<file path="config.mk">
export PLATFORM = sky130hd
export DESIGN_NAME = alu_pipe_top
export DESIGN_NICKNAME = d
export VERILOG_FILES = /design/src/verilog/core_pkg.sv /design/src/verilog/exu_stage_if.sv /design/src/verilog/alu_pipe_top.sv /design/src/verilog/cdb_writeback.sv /design/src/verilog/alu_execute.sv /design/src/verilog/operand_bypass.sv
export VERILOG_INCLUDE_DIRS = /design/src /design/src/verilog
export SDC_FILE = /design/constraint.sdc
export NUM_CORES = 1
export LEC_CHECK = 0
export BUFFER_PORTS_ARGS = -buffer_cell sky130_fd_sc_hd__buf_4
export CELL_PAD_IN_SITES_DETAIL_PLACEMENT = 0
export CELL_PAD_IN_SITES_GLOBAL_PLACEMENT = 1
export CORE_MARGIN = 5
export CORE_UTILIZATION = 41
export DETAILED_ROUTE_END_ITERATION = 10
export PLACE_DENSITY = 0.9
export SLEW_MARGIN = 20
export SYNTH_ARGS = -nofsm -noshare
export SYNTH_HDL_FRONTEND = slang
export SYNTH_SLANG_ARGS = --single-unit
</file>
<file path="constraint.sdc">
create_clock -name clk -period 6.02 [get_ports clk]
set_input_delay 0.903 -clock clk [delete_from_list [all_inputs] [get_ports clk]]
set_output_delay 0.903 -clock clk [all_outputs]
set_load 0.01 [all_outputs]
</file>
<file path="src/verilog/core_cfg.svh">
`ifndef CORE_CFG_SVH
`define CORE_CFG_SVH

// ============================================================
// Core widths
// ============================================================

// Integer datapath width
`define XLEN 32

// Physical register tag, 64 entries
`define PTAG_W 6

// Reorder buffer index, 64 entries
`define ROB_W 6

`endif
</file>
<file path="src/verilog/core_pkg.sv">
package core_pkg;

    // ============================================================
    // Op word encodings
    // ============================================================

    // Major opcode, upper six bits of the op word
    typedef enum logic [5:0] {
        R_TYPE = 6'b000000,
        ADDI   = 6'b001000,
        SUBI   = 6'b001001,
        ANDI   = 6'b001010,
        ORI    = 6'b001011,
        EORI   = 6'b001100
    } opcode_e;

    // Function code, only meaningful under R_TYPE
    typedef enum logic [5:0] {
        LSL_R  = 6'b000000,
        LSL_I  = 6'b000001,
        LSR_R  = 6'b000010,
        LSR_I  = 6'b000011,
        ADD    = 6'b100000,
        SUB    = 6'b100010,
        AND    = 6'b100100,
        ORR    = 6'b100101,
        EOR    = 6'b100110,
        NEG    = 6'b101000,
        CMP    = 6'b101010,
        RET    = 6'b111000
    } func_e;

    // 12-bit op word as issued by the reservation station
    typedef struct packed {
        opcode_e opcode;
        func_e   func;
    } op_word_t;

    // Condition flags, ARM style ordering
    typedef struct packed {
        logic n;
        logic z;
        logic c;
        logic v;
    } nzcv_t;

endpackage

</file>
<file path="src/verilog/exu_stage_if.sv">
`timescale 1ns/1ps
`include "core_cfg.svh"

// One in-flight operation between two pipe stages
interface exu_stage_if import core_pkg::*; ();

    // Control and tags
    logic               valid;
    op_word_t           op;
    logic [`PTAG_W-1:0] dst_tag;
    logic [`ROB_W-1:0]  rob_tag;

    // Resolved operands, filled by stage 1
    logic [`XLEN-1:0]   src1;
    logic [`XLEN-1:0]   src2;

    // Result and flags, filled by execute
    logic [`XLEN-1:0]   result;
    nzcv_t              nzcv;

    // Producing stage
    modport source (
        output valid, op, dst_tag, rob_tag,
        output src1, src2,
        output result, nzcv
    );

    // Consuming stage, also the bypass reader
    modport sink (
        input valid, op, dst_tag, rob_tag,
        input src1, src2,
        input result, nzcv
    );

endinterface

</file>
<file path="src/verilog/alu_pipe_top.sv">
`timescale 1ns/1ps
`include "core_cfg.svh"

module alu_pipe_top import core_pkg::*; (
    input  logic               clk,
    input  logic               reset,

    // Issue from the reservation station
    input  logic               issue_valid,
    input  op_word_t           issue_op,
    input  logic [`PTAG_W-1:0] issue_dst_tag,
    input  logic [`ROB_W-1:0]  issue_rob_tag,
    input  logic               issue_src1_ready,
    input  logic [`PTAG_W-1:0] issue_src1_tag,
    input  logic [`XLEN-1:0]   issue_src1_val,
    input  logic               issue_src2_ready,
    input  logic [`PTAG_W-1:0] issue_src2_tag,
    input  logic [`XLEN-1:0]   issue_src2_val,

    // External CDB snoop
    input  logic               cdb_valid,
    input  logic [`PTAG_W-1:0] cdb_tag,
    input  logic [`XLEN-1:0]   cdb_value,

    // Result broadcast
    output logic               result_valid,
    output logic [`PTAG_W-1:0] result_tag,
    output logic [`XLEN-1:0]   result_value,
    output logic [`ROB_W-1:0]  result_rob_tag,

    // Early bypass from execute
    output logic               bypass_valid,
    output logic [`PTAG_W-1:0] bypass_tag,
    output logic [`XLEN-1:0]   bypass_value,

    output nzcv_t              flags
);

    // ============================================================
    // Stage links
    // ============================================================
    exu_stage_if s1 ();
    exu_stage_if s2 ();

    // Stage 1, writeback result loops back as plain ports
    operand_bypass u_operand_bypass (
        .clk              (clk),
        .reset            (reset),
        .issue_valid      (issue_valid),
        .issue_op         (issue_op),
        .issue_dst_tag    (issue_dst_tag),
        .issue_rob_tag    (issue_rob_tag),
        .issue_src1_ready (issue_src1_ready),
        .issue_src1_tag   (issue_src1_tag),
        .issue_src1_val   (issue_src1_val),
        .issue_src2_ready (issue_src2_ready),
        .issue_src2_tag   (issue_src2_tag),
        .issue_src2_val   (issue_src2_val),
        .cdb_valid        (cdb_valid),
        .cdb_tag          (cdb_tag),
        .cdb_value        (cdb_value),
        .wb_valid         (result_valid),
        .wb_tag           (result_tag),
        .wb_value         (result_value),
        .bypass           (s2),
        .s1_out           (s1)
    );

    // Stage 2
    alu_execute u_alu_execute (
        .clk    (clk),
        .reset  (reset),
        .s1_in  (s1),
        .s2_out (s2)
    );

    // Stage 3
    cdb_writeback u_cdb_writeback (
        .clk            (clk),
        .reset          (reset),
        .s2_in          (s2),
        .result_valid   (result_valid),
        .result_tag     (result_tag),
        .result_value   (result_value),
        .result_rob_tag (result_rob_tag),
        .flags          (flags)
    );

    // Bypass is the execute register itself
    assign bypass_valid = s2.valid;
    assign bypass_tag   = s2.dst_tag;
    assign bypass_value = s2.result;

endmodule

</file>
<file path="src/verilog/cdb_writeback.sv">
`timescale 1ns/1ps
`include "core_cfg.svh"

module cdb_writeback import core_pkg::*; (
    input  logic               clk,
    input  logic               reset,
    exu_stage_if.sink          s2_in,

    // CDB broadcast
    output logic               result_valid,
    output logic [`PTAG_W-1:0] result_tag,
    output logic [`XLEN-1:0]   result_value,
    output logic [`ROB_W-1:0]  result_rob_tag,

    // Architectural condition flags
    output nzcv_t              flags
);

    // ============================================================
    // Flag update condition
    // ============================================================
    logic is_cmp;

    // Only a surviving CMP writes the flags
    assign is_cmp = s2_in.valid
                 && (s2_in.op.opcode == R_TYPE)
                 && (s2_in.op.func   == CMP);

    // ============================================================
    // Broadcast register
    // ============================================================
    always_ff @(posedge clk or posedge reset) begin
        if (reset) begin
            result_valid   <= 1'b0;
            result_tag     <= '0;
            result_value   <= '0;
            result_rob_tag <= '0;
        end else begin
            result_valid   <= s2_in.valid;
            result_tag     <= s2_in.dst_tag;
            result_value   <= s2_in.result;
            result_rob_tag <= s2_in.rob_tag;
        end
    end

    // ============================================================
    // Flags register
    // ============================================================
    always_ff @(posedge clk or posedge reset) begin
        if (reset) begin
            flags <= '0;
        end else if (is_cmp) begin
            flags <= s2_in.nzcv;
        end
    end

    // Broadcast data must be clean while the strobe is up
    a_result_known: assert property (@(posedge clk) disable iff (reset)
        result_valid |-> !$isunknown(result_value));

endmodule

</file>
<file path="src/verilog/alu_execute.sv">
`timescale 1ns/1ps
`include "core_cfg.svh"

module alu_execute import core_pkg::*; (
    input  logic        clk,
    input  logic        reset,
    exu_stage_if.sink   s1_in,
    exu_stage_if.source s2_out
);

    // ============================================================
    // Shared adder and subtractor
    // ============================================================
    logic [`XLEN-1:0] a;
    logic [`XLEN-1:0] b;
    logic [`XLEN:0]   add_sum;
    logic [`XLEN:0]   sub_diff;
    logic             add_ovf;
    logic             sub_ovf;

    assign a = s1_in.src1;
    assign b = s1_in.src2;

    // Carry out lands in the top bit
    assign add_sum  = {1'b0, a} + {1'b0, b};
    // Two's complement subtract, top bit set means no borrow
    assign sub_diff = {1'b0, a} + {1'b0, ~b} + {{`XLEN{1'b0}}, 1'b1};

    // Signed overflow
    assign add_ovf = (a[`XLEN-1] == b[`XLEN-1]) && (add_sum[`XLEN-1] != a[`XLEN-1]);
    assign sub_ovf = (a[`XLEN-1] != b[`XLEN-1]) && (sub_diff[`XLEN-1] != a[`XLEN-1]);

    // ============================================================
    // Decode and result select
    // ============================================================
    logic [`XLEN-1:0] res;
    logic             op_ok;
    logic             c_flag;
    logic             v_flag;
    nzcv_t            flags_nxt;

    always_comb begin
        res    = '0;
        op_ok  = 1'b1;
        c_flag = 1'b0;
        v_flag = 1'b0;
        case (s1_in.op.opcode)
            R_TYPE: begin
                case (s1_in.op.func)
                    ADD: begin
                        res    = add_sum[`XLEN-1:0];
                        c_flag = add_sum[`XLEN];
                        v_flag = add_ovf;
                    end
                    // CMP keeps the difference on the bus as well
                    SUB, CMP: begin
                        res    = sub_diff[`XLEN-1:0];
                        c_flag = sub_diff[`XLEN];
                        v_flag = sub_ovf;
                    end
                    AND:          res = a & b;
                    ORR:          res = a | b;
                    EOR:          res = a ^ b;
                    NEG:          res = '0 - a;
                    // Register and immediate shifts share src2[4:0]
                    LSL_R, LSL_I: res = a << b[4:0];
                    LSR_R, LSR_I: res = a >> b[4:0];
                    // Return address pass-through
                    RET:          res = a;
                    default:      op_ok = 1'b0;
                endcase
            end
            // Immediate already sits in src2
            ADDI: begin
                res    = add_sum[`XLEN-1:0];
                c_flag = add_sum[`XLEN];
            end
            SUBI: begin
                res    = sub_diff[`XLEN-1:0];
                c_flag = sub_diff[`XLEN];
            end
            ANDI:    res = a & b;
            ORI:     res = a | b;
            EORI:    res = a ^ b;
            // Non-ALU op, flows on with no result
            default: begin
                res   = a;
                op_ok = 1'b0;
            end
        endcase

        flags_nxt.n = res[`XLEN-1];
        flags_nxt.z = (res == '0);
        flags_nxt.c = c_flag;
        flags_nxt.v = v_flag;
    end

    // ============================================================
    // Stage 2 register, also the bypass source
    // ============================================================
    always_ff @(posedge clk or posedge reset) begin
        if (reset) begin
            s2_out.valid   <= 1'b0;
            s2_out.op      <= '0;
            s2_out.dst_tag <= '0;
            s2_out.rob_tag <= '0;
            s2_out.result  <= '0;
            s2_out.nzcv    <= '0;
        end else begin
            s2_out.valid   <= s1_in.valid && op_ok;
            s2_out.op      <= s1_in.op;
            s2_out.dst_tag <= s1_in.dst_tag;
            s2_out.rob_tag <= s1_in.rob_tag;
            s2_out.result  <= res;
            s2_out.nzcv    <= flags_nxt;
        end
    end

    // Operands are consumed here
    assign s2_out.src1 = '0;
    assign s2_out.src2 = '0;

    // A live op reaches execute with a fully known word and operands
    a_s1_known: assert property (@(posedge clk) disable iff (reset)
        s1_in.valid |-> !$isunknown({s1_in.op, s1_in.src1, s1_in.src2}));

endmodule

</file>
<file path="src/verilog/operand_bypass.sv">
`timescale 1ns/1ps
`include "core_cfg.svh"

module operand_bypass import core_pkg::*; (
    input  logic               clk,
    input  logic               reset,

    // Issue from the reservation station
    input  logic               issue_valid,
    input  op_word_t           issue_op,
    input  logic [`PTAG_W-1:0] issue_dst_tag,
    input  logic [`ROB_W-1:0]  issue_rob_tag,
    input  logic               issue_src1_ready,
    input  logic [`PTAG_W-1:0] issue_src1_tag,
    input  logic [`XLEN-1:0]   issue_src1_val,
    input  logic               issue_src2_ready,
    input  logic [`PTAG_W-1:0] issue_src2_tag,
    input  logic [`XLEN-1:0]   issue_src2_val,

    // External common data bus
    input  logic               cdb_valid,
    input  logic [`PTAG_W-1:0] cdb_tag,
    input  logic [`XLEN-1:0]   cdb_value,

    // Own writeback stage
    input  logic               wb_valid,
    input  logic [`PTAG_W-1:0] wb_tag,
    input  logic [`XLEN-1:0]   wb_value,

    exu_stage_if.sink          bypass,
    exu_stage_if.source        s1_out
);

    // ============================================================
    // Tag match against the three result buses
    // ============================================================
    logic             bp_hit1, wb_hit1, cdb_hit1;
    logic             bp_hit2, wb_hit2, cdb_hit2;
    logic [`XLEN-1:0] src1_sel;
    logic [`XLEN-1:0] src2_sel;

    // Execute bypass holds the op one ahead of writeback
    assign bp_hit1  = bypass.valid && (bypass.dst_tag == issue_src1_tag);
    assign wb_hit1  = wb_valid     && (wb_tag         == issue_src1_tag);
    assign cdb_hit1 = cdb_valid    && (cdb_tag        == issue_src1_tag);

    assign bp_hit2  = bypass.valid && (bypass.dst_tag == issue_src2_tag);
    assign wb_hit2  = wb_valid     && (wb_tag         == issue_src2_tag);
    assign cdb_hit2 = cdb_valid    && (cdb_tag        == issue_src2_tag);

    // Youngest producer first: bypass, then writeback, then CDB
    always_comb begin
        if (issue_src1_ready)
            src1_sel = issue_src1_val;
        else if (bp_hit1)
            src1_sel = bypass.result;
        else if (wb_hit1)
            src1_sel = wb_value;
        else if (cdb_hit1)
            src1_sel = cdb_value;
        else
            src1_sel = issue_src1_val;
    end

    always_comb begin
        if (issue_src2_ready)
            src2_sel = issue_src2_val;
        else if (bp_hit2)
            src2_sel = bypass.result;
        else if (wb_hit2)
            src2_sel = wb_value;
        else if (cdb_hit2)
            src2_sel = cdb_value;
        else
            src2_sel = issue_src2_val;
    end

    // ============================================================
    // Stage 1 register
    // ============================================================
    always_ff @(posedge clk or posedge reset) begin
        if (reset) begin
            s1_out.valid   <= 1'b0;
            s1_out.op      <= '0;
            s1_out.dst_tag <= '0;
            s1_out.rob_tag <= '0;
            s1_out.src1    <= '0;
            s1_out.src2    <= '0;
        end else begin
            s1_out.valid   <= issue_valid;
            s1_out.op      <= issue_op;
            s1_out.dst_tag <= issue_dst_tag;
            s1_out.rob_tag <= issue_rob_tag;
            s1_out.src1    <= src1_sel;
            s1_out.src2    <= src2_sel;
        end
    end

    // Result fields only get filled at execute
    assign s1_out.result = '0;
    assign s1_out.nzcv   = '0;

    // RS may only issue a pending source that some bus supplies now
    a_src1_supplied: assert property (@(posedge clk) disable iff (reset)
        (issue_valid && !issue_src1_ready) |-> (bp_hit1 || wb_hit1 || cdb_hit1));
    a_src2_supplied: assert property (@(posedge clk) disable iff (reset)
        (issue_valid && !issue_src2_ready) |-> (bp_hit2 || wb_hit2 || cdb_hit2));

endmodule

</file>
==> results of run 1 <==
-- worst max-delay path: cells and delay by family, from the launching register on --
kind	cells	cell delay [ns]
compound gates	3	0.83
buf+inv	1	0.36
simple gates	7	2.16
flops	1	0.73
mux	2	0.86
-- state kept, by name (all words and copies together), names as in the netlist, 6 cells and up --
| signal | cells |
|---|---|
| u_cdb_writeback.result_value | 32 |
| u_alu_execute.s2_out.op | 12 |
| u_operand_bypass.s1_out.op | 12 |
| u_operand_bypass.s1_out.rob_tag | 6 |
| u_operand_bypass.s1_out.src2 | 32 |
| u_alu_execute.s2_out.result | 31 |
| u_cdb_writeback.result_tag | 6 |
| u_operand_bypass.s1_out.dst_tag | 6 |
| u_operand_bypass.s1_out.src1 | 32 |
| u_cdb_writeback.result_rob_tag | 6 |
| u_alu_execute.s2_out.rob_tag | 6 |
| u_alu_execute.s2_out.dst_tag | 6 |
-- through the flow --
step	setup slack (ns)	instance area, µm²	hold slack, ns	utilization (%)
after detailed placement	1.09	22200	0.336	46.6
final	0.915	22700	0.350	47.8
after global routing	0.604	22700	0.364	47.8
after CTS	1.02	22700	0.353	47.8
after floorplan	1.15	19700	0.331	-
after global placement	1.06	22200	0.334	46.6
-- where the power goes --
part | switching, mW | leakage [nW] | total (mW) | internal, mW
Combinational | 1.24 | 6.63 | 1.94 | 0.695
Clock | 0.602 | 0.283 | 1.16 | 0.558
Sequential | 0.158 | 2.36 | 1.59 | 1.43
Total | 2.00 | 9.27 | 4.69 | 2.69
-- worst max path at each step --
stage                     slack [ns]                           end                             from
after detailed placement        1.09  u_alu_execute.s2_out.nzcv[2]  u_operand_bypass.s1_out.src2[4]
after CTS                       1.02  u_alu_execute.s2_out.nzcv[2]  u_operand_bypass.s1_out.src2[4]
after global routing            0.60  u_alu_execute.s2_out.nzcv[2]  u_operand_bypass.s1_out.src2[4]
after global placement          1.06  u_alu_execute.s2_out.nzcv[2]  u_operand_bypass.s1_out.src2[0]
final                           0.92  u_alu_execute.s2_out.nzcv[2]  u_operand_bypass.s1_out.src2[0]
after floorplan                 1.15  u_alu_execute.s2_out.nzcv[2]  u_operand_bypass.s1_out.src2[1]
-- layout make-up --
type                    count  area, µm²
fillers                  4638      24800
multi-input cells        1969      13500
flip-flops and latches    198       4960
repair buffers            321       2450
well taps                 615        769
inverters                 119        450
clock buffers              18        439
clock inverters            14        136
-- cell families after synthesis --
| logic type | count (synthesis) | share of synthesized area (%) |
|---|---|---|
| flip-flops | 198 | 25.2 |
| multiplexers | 193 | 12.1 |
| AO/OA/AOI/OAI | 850 | 28.9 |
| adder cells (fa/ha/maj) | 101 | 6.49 |
| XOR/XNOR | 80 | 3.56 |
| buffers and inverters | 317 | 6.31 |
| AND/OR/NAND/NOR | 745 | 17.4 |
-- cells in the mapped netlist (12+ instances only) --
| library cell | instances | area share (%) |
|---|---|---|
| o21ai_0 | 158 | 4.0 |
| a221oi_1 | 31 | 1.4 |
| a211o_1 | 12 | 0.53 |
| mux2_2 | 32 | 1.8 |
| inv_1 | 113 | 2.2 |
| nor2_1 | 259 | 4.9 |
| a22oi_1 | 20 | 0.76 |
| o221ai_1 | 23 | 1.0 |
| nor2b_1 | 18 | 0.57 |
| o21ai_1 | 16 | 0.41 |
| a31oi_1 | 18 | 0.57 |
| xor2_1 | 18 | 0.80 |
| nor3_1 | 56 | 1.4 |
| nand2b_1 | 13 | 0.41 |
| nor4_1 | 25 | 0.80 |
| and3_1 | 12 | 0.38 |
| nand4_1 | 23 | 0.73 |
| a32oi_1 | 18 | 0.80 |
| nand2_1 | 231 | 4.4 |
| dfrtp_1 | 198 | 25 |
| buf_1 | 19 | 0.36 |
| or3_1 | 13 | 0.41 |
| o211ai_1 | 33 | 1.3 |
| a21oi_1 | 213 | 5.4 |
| clkbuf_1 | 162 | 3.1 |
| mux4_2 | 30 | 3.4 |
| ha_1 | 98 | 6.2 |
| xnor2_1 | 62 | 2.8 |
| o22ai_1 | 40 | 1.3 |
| and2_1 | 15 | 0.48 |
| a21o_1 | 12 | 0.46 |
| nand3_1 | 33 | 0.84 |
| a211oi_1 | 97 | 3.7 |
| mux2i_1 | 118 | 6.0 |
| o31ai_1 | 13 | 0.50 |
| o21a_1 | 12 | 0.46 |
| o2111ai_1 | 15 | 0.67 |
-- routing by layer --
| metal | wire length [µm] | up-vias |
|---|---|---|
| met3 | 11600 | 323 |
| met2 | 41600 | 1627 |
| met4 | 5340 | 8 |
| met5 | 49 | - |
| met1 | 41100 | 10848 |
| li1 | - | 9525 |
==> reports/summary.txt, run 1 <==
Row cnt: 80
Final wirelength: 99700 µm
EDFF count, synth: 0
Met2 usage: 53.2%
Ant. Diodes: 0
Clock buffer depth: 2
RSZ-0062 raised after global routing: no
H-tree Lvls: 4
Die Ht: 229 µm
Post-DP HPWL: 76000 µm
GR peak layer: met2
Clock sinks: 198
Asr flop ratio synth: 100%
Crit path max-delay cell type: dfrtp_4
Worst hold path type: register to register
Critical Path AT: 5.50 ns
Core ar.: 47500 µm²
Post-Layout Cell Count: 3254
Most common cell after layout, fill and taps aside: buf_4
Pwr dens: 206 nW/µm²
Met3 usage: 9.66%
Iter 0 DRT Violations: 3193
CP endpoint kind: register
DR pass1 iterations: 8
F_max: 196 MHz
Reg2reg setup slack: 0.92 ns
Syn_nets: 2728
DR DRC count: 0
Slew HR: 18.6%
Unique masters post-synth: 90
Gpl congestion: 1.06
Met1 usage: 51.3%
Worst Hold Launch: u_alu_execute.s2_out.rob_tag[0]
Die X: 229 µm
Max VDD drop: 0.000271 V
Hold Path Depth: 0
Final period utilization: 84.8%
Hold Violations, Final: 0
Vias per inst: 6.86
Worst path cell trace: buf_12 -> mux2_2 -> mux2i_1 -> o221a_2 -> nor2_1 -> nor4b_1 -> o211ai_1 -> nor3_1 -> nand4_1 -> or4_1 -> a2111o_1 -> nor4_2 -> nor4b_2
Pleak: 9.27 nW
Grt ovf: 0
Starting Density: 41.3%
Layout area overhead: 15.7%
Post-Syn Area: 19700 µm²
Dpl cells: 3222
Clock slew seen by the registers of the worst setup and hold paths: 0.08 ns
Routed len/inst: 30.6 µm
Vias in the first global route: 21292
Antenna Nets Post-Route: 0
I/O pin total: 232
Fraction of layout cells with a size suffix above 1: 17.7%
CTS hold repair buffers: 0
Post-layout min period: 5.10 ns
Syn Area/Cell: 7.91 µm²
Total power: 4.69 mW
Max cap viols: 0
Clock skew: 0.0173 ns
Setup TNS: 0 ns
Reg2Reg Capture Point: u_alu_execute.s2_out.nzcv[2]
DIE AREA: 52400 µm²
Slowest stage delay, CP: 0.73 ns
Final nets: 2870
Most frequent cells in the layout: buf_4 (318), nor2_1 (256), nand2_1 (231), a21oi_1 (213), dfrtp_1 (194)
Clk_lat worst skew: 0.49 ns
Final setup viols: 0
CTS tree: yes
Antenna violations before repair: 5
Startpoint Class: register
Setup repair bufs after CTS: 0
RR Startpoint: u_operand_bypass.s1_out.src2[0]
Worst-path maximum fanout: 54
#FFs+latches synth: 198
Outcome: completed
Part of the Yosys area used for sequential elements: 25.2%
Max Slew Vio Count: 0
Warnings from Yosys: 0
Post-cts sizing count: 0
Clock buffer count from CTS: 17
Least-Margin Pin Slew: 1.21 ns
Largest net degree at the start of global routing: 139
Vias after detailed routing: 22331
Hold endpoint: u_cdb_writeback.result_rob_tag[0]
First-pass GRT wire length: 146000 µm
Top FF cell, synth: dfrtp_1
GRT Resource Usage Total: 36.6%
CTS Root Cell: clkbuf_16
R2R depth: 13
Mapped Cells: 2484
Worst path required time: 6.42 ns
Kind of critical path: register to register
Port buffer count: 231
Power figures use the tool's default switching activity.
==> inputs of run 2 (changes only) <==
--- a/config.mk
+++ b/config.mk
@@ -10,9 +10,9 @@
 export CELL_PAD_IN_SITES_DETAIL_PLACEMENT = 0
 export CELL_PAD_IN_SITES_GLOBAL_PLACEMENT = 1
 export CORE_MARGIN = 5
-export CORE_UTILIZATION = 41
+export CORE_UTILIZATION = 45
 export DETAILED_ROUTE_END_ITERATION = 10
-export PLACE_DENSITY = 0.9
+export PLACE_DENSITY = 0.93
 export SLEW_MARGIN = 20
 export SYNTH_ARGS = -nofsm -noshare
 export SYNTH_HDL_FRONTEND = slang
==> constraint.sdc (replaced) <==
create_clock -name clk -period 4.85 [get_ports clk]
set_input_delay 0.7275 -clock clk [delete_from_list [all_inputs] [get_ports clk]]
set_output_delay 0.7275 -clock clk [all_outputs]
set_load 0.01 [all_outputs]
==> reports/summary.txt, run 2 (synthesis results as in run 1) <==
Post-DP HPWL: 80000 µm
RSZ-0062 raised after global routing: no
Worst path required time: 5.25 ns
Clock skew: 0.0244 ns
Hold slack final: 0.326 ns
Kind of critical path: register to register
Antenna Nets Post-Route: 0
Largest regs: u_cdb_writeback.result_value: 32 flops, u_operand_bypass.s1_out.src1: 32 flops, u_operand_bypass.s1_out.src2: 32 flops
Clock buffer depth: 2
Crit path max-delay cell type: a2111oi_0
Crit path launch: u_operand_bypass.s1_out.op[5]
RR Startpoint: u_operand_bypass.s1_out.op[5]
Hold Violations, Final: 0
Row cnt: 76
Grt ovf: 0
Dpl cells: 3337
Worst path cell trace: nor2b_1 -> and2_1 -> a21oi_2 -> nor3_1 -> a2111oi_0 -> o2111ai_1 -> o32a_1 -> o21bai_1 -> or4_1 -> a2111o_1 -> nor4_2 -> nor4b_2
Worst hold path type: input pin to register
Pleak: 10.0 nW
Setup TNS: 0 ns
Most frequent cells in the layout: buf_4 (457), nor2_1 (258), nand2_1 (231), a21oi_1 (213), dfrtp_1 (194)
Max cap viols: 0
Port buffer count: 231
Worst Hold Launch: issue_dst_tag[3]
Post-Layout Cell Count: 3372
Most common cell after layout, fill and taps aside: buf_4
Clock buffer count from CTS: 17
Worst-path maximum fanout: 14
Vias in the first global route: 22005
CTS Root Cell: clkbuf_16
Worst slack, placed: 0.190 ns
Vias after detailed routing: 23072
Largest net degree at the start of global routing: 164
Outcome: completed
CTS hold repair buffers: 0
Final period utilization: 97.0%
Multi-input gate area: 13600 µm²
CTS tree: yes
Least-Margin Pin Slew: 1.10 ns
Final setup viols: 0
Die X: 219 µm
Startpoint Class: register
Final Worst Setup Slack: 0.145 ns
Critical Path AT: 5.10 ns
Die Ht: 219 µm
Setup repair bufs after CTS: 0
First-pass GRT wire length: 149000 µm
Clock sinks: 198
Total power: 6.16 mW
Starting Density: 45.5%
Fraction of layout cells with a size suffix above 1: 22.0%
Filler cells: 4091
DIE AREA: 48000 µm²
Gpl congestion: 1.13
Routed len/inst: 30.7 µm
Final wirelength: 103000 µm
Final nets: 3016
DR pass1 iterations: 6
Max VDD drop: 0.000226 V
Post-layout min period: 4.71 ns
Reg area: 4960 µm²
Layout area overhead: 22.1%
Slew HR: 26.3%
Slowest stage delay, CP: 0.62 ns
Clk_lat worst skew: 0.51 ns
H-tree Lvls: 4
Core ar.: 43200 µm²
DR DRC count: 0
F_max: 213 MHz
I/O pin total: 232
Antenna violations before repair: 5
Clock slew seen by the registers of the worst setup and hold paths: 0.09 ns
Iter 0 DRT Violations: 3690
Vias per inst: 6.84
Pwr dens: 257 nW/µm²
Max Slew Vio Count: 0
GRT Resource Usage Total: 41.9%
CP endpoint kind: register
## run 2: cell types whose count changed in the layout (fill, tap and decap cells not counted), sizes merged
cell | before | now
diode | 0 | 2
clkinv | 7 | 4
inv | 124 | 129
clkinvlp | 2 | 1
buf | 321 | 466
## run 2: final cells by class
class / count / share of cell area (%)
diodes: 2 / 0.0209
clock buffers: 17 / 1.77
clock inverters: 15 / 0.907
inverters: 119 / 1.88
multi-input cells: 1969 / 56.5
flip-flops and latches: 198 / 20.7
well taps: 585 / 3.05
repair buffers: 467 / 15.2
## run 2: routing by layer
layer / up-vias / global-route usage, % / part of all wire (%)
met1: 10992 / 57.3 / 39
li1: 9823 / - / -
met2: 1867 / 59.7 / 41
met5: - / 0 / 0.025
met3: 386 / 13.2 / 14
met4: 4 / 21.2 / 6.4
## run 2: where the power goes
| group | leakage (nW) | switching (mW) | internal (mW) | total (mW) |
|---|---|---|---|---|
| sequential | 2.36 | 0.169 | 1.78 | 1.95 |
| combinational | 7.36 | 1.63 | 1.00 | 2.63 |
| clock | 0.311 | 0.851 | 0.730 | 1.58 |
## run 2: critical path: cells and delay by family, from the launching register on
| family | cells | cell delay (ns) |
|---|---|---|
| AO/OA/AOI/OAI | 6 | 2.39 |
| AND/OR/NAND/NOR | 6 | 1.66 |
| flip-flops | 1 | 0.54 |
## run 2: path summary, 6_finish.rpt
kind / to / slack [ns] / cells after the start
min in group asynchronous: u_operand_bypass.s1_out.src1[3] / 0.38 / 3
hold reg to reg: u_alu_execute.s2_out.rob_tag[3] / 0.36 / 0
setup / recovery: u_alu_execute.s2_out.nzcv[2] / 0.14 / 12
hold / removal: u_operand_bypass.s1_out.dst_tag[3] / 0.33 / 1
setup reg to reg: u_alu_execute.s2_out.nzcv[2] / 0.14 / 12
max in group asynchronous: u_alu_execute.s2_out.result[30] / 3.65 / 3
## run 2: timing repair
item	CTS	global route
hold endpoints to repair	0	0
resized for setup	0	7
endpoints found under the setup margin	0	1
## run 2: stage by stage
stage	utilization (%)	cell area (µm²)
2_1_floorplan	-	19700
3_3_place_gp	53.9	23300
3_5_place_dp	53.9	23300
4_1_cts	55.4	23900
5_1_grt	55.6	24000
6_report	55.6	24000
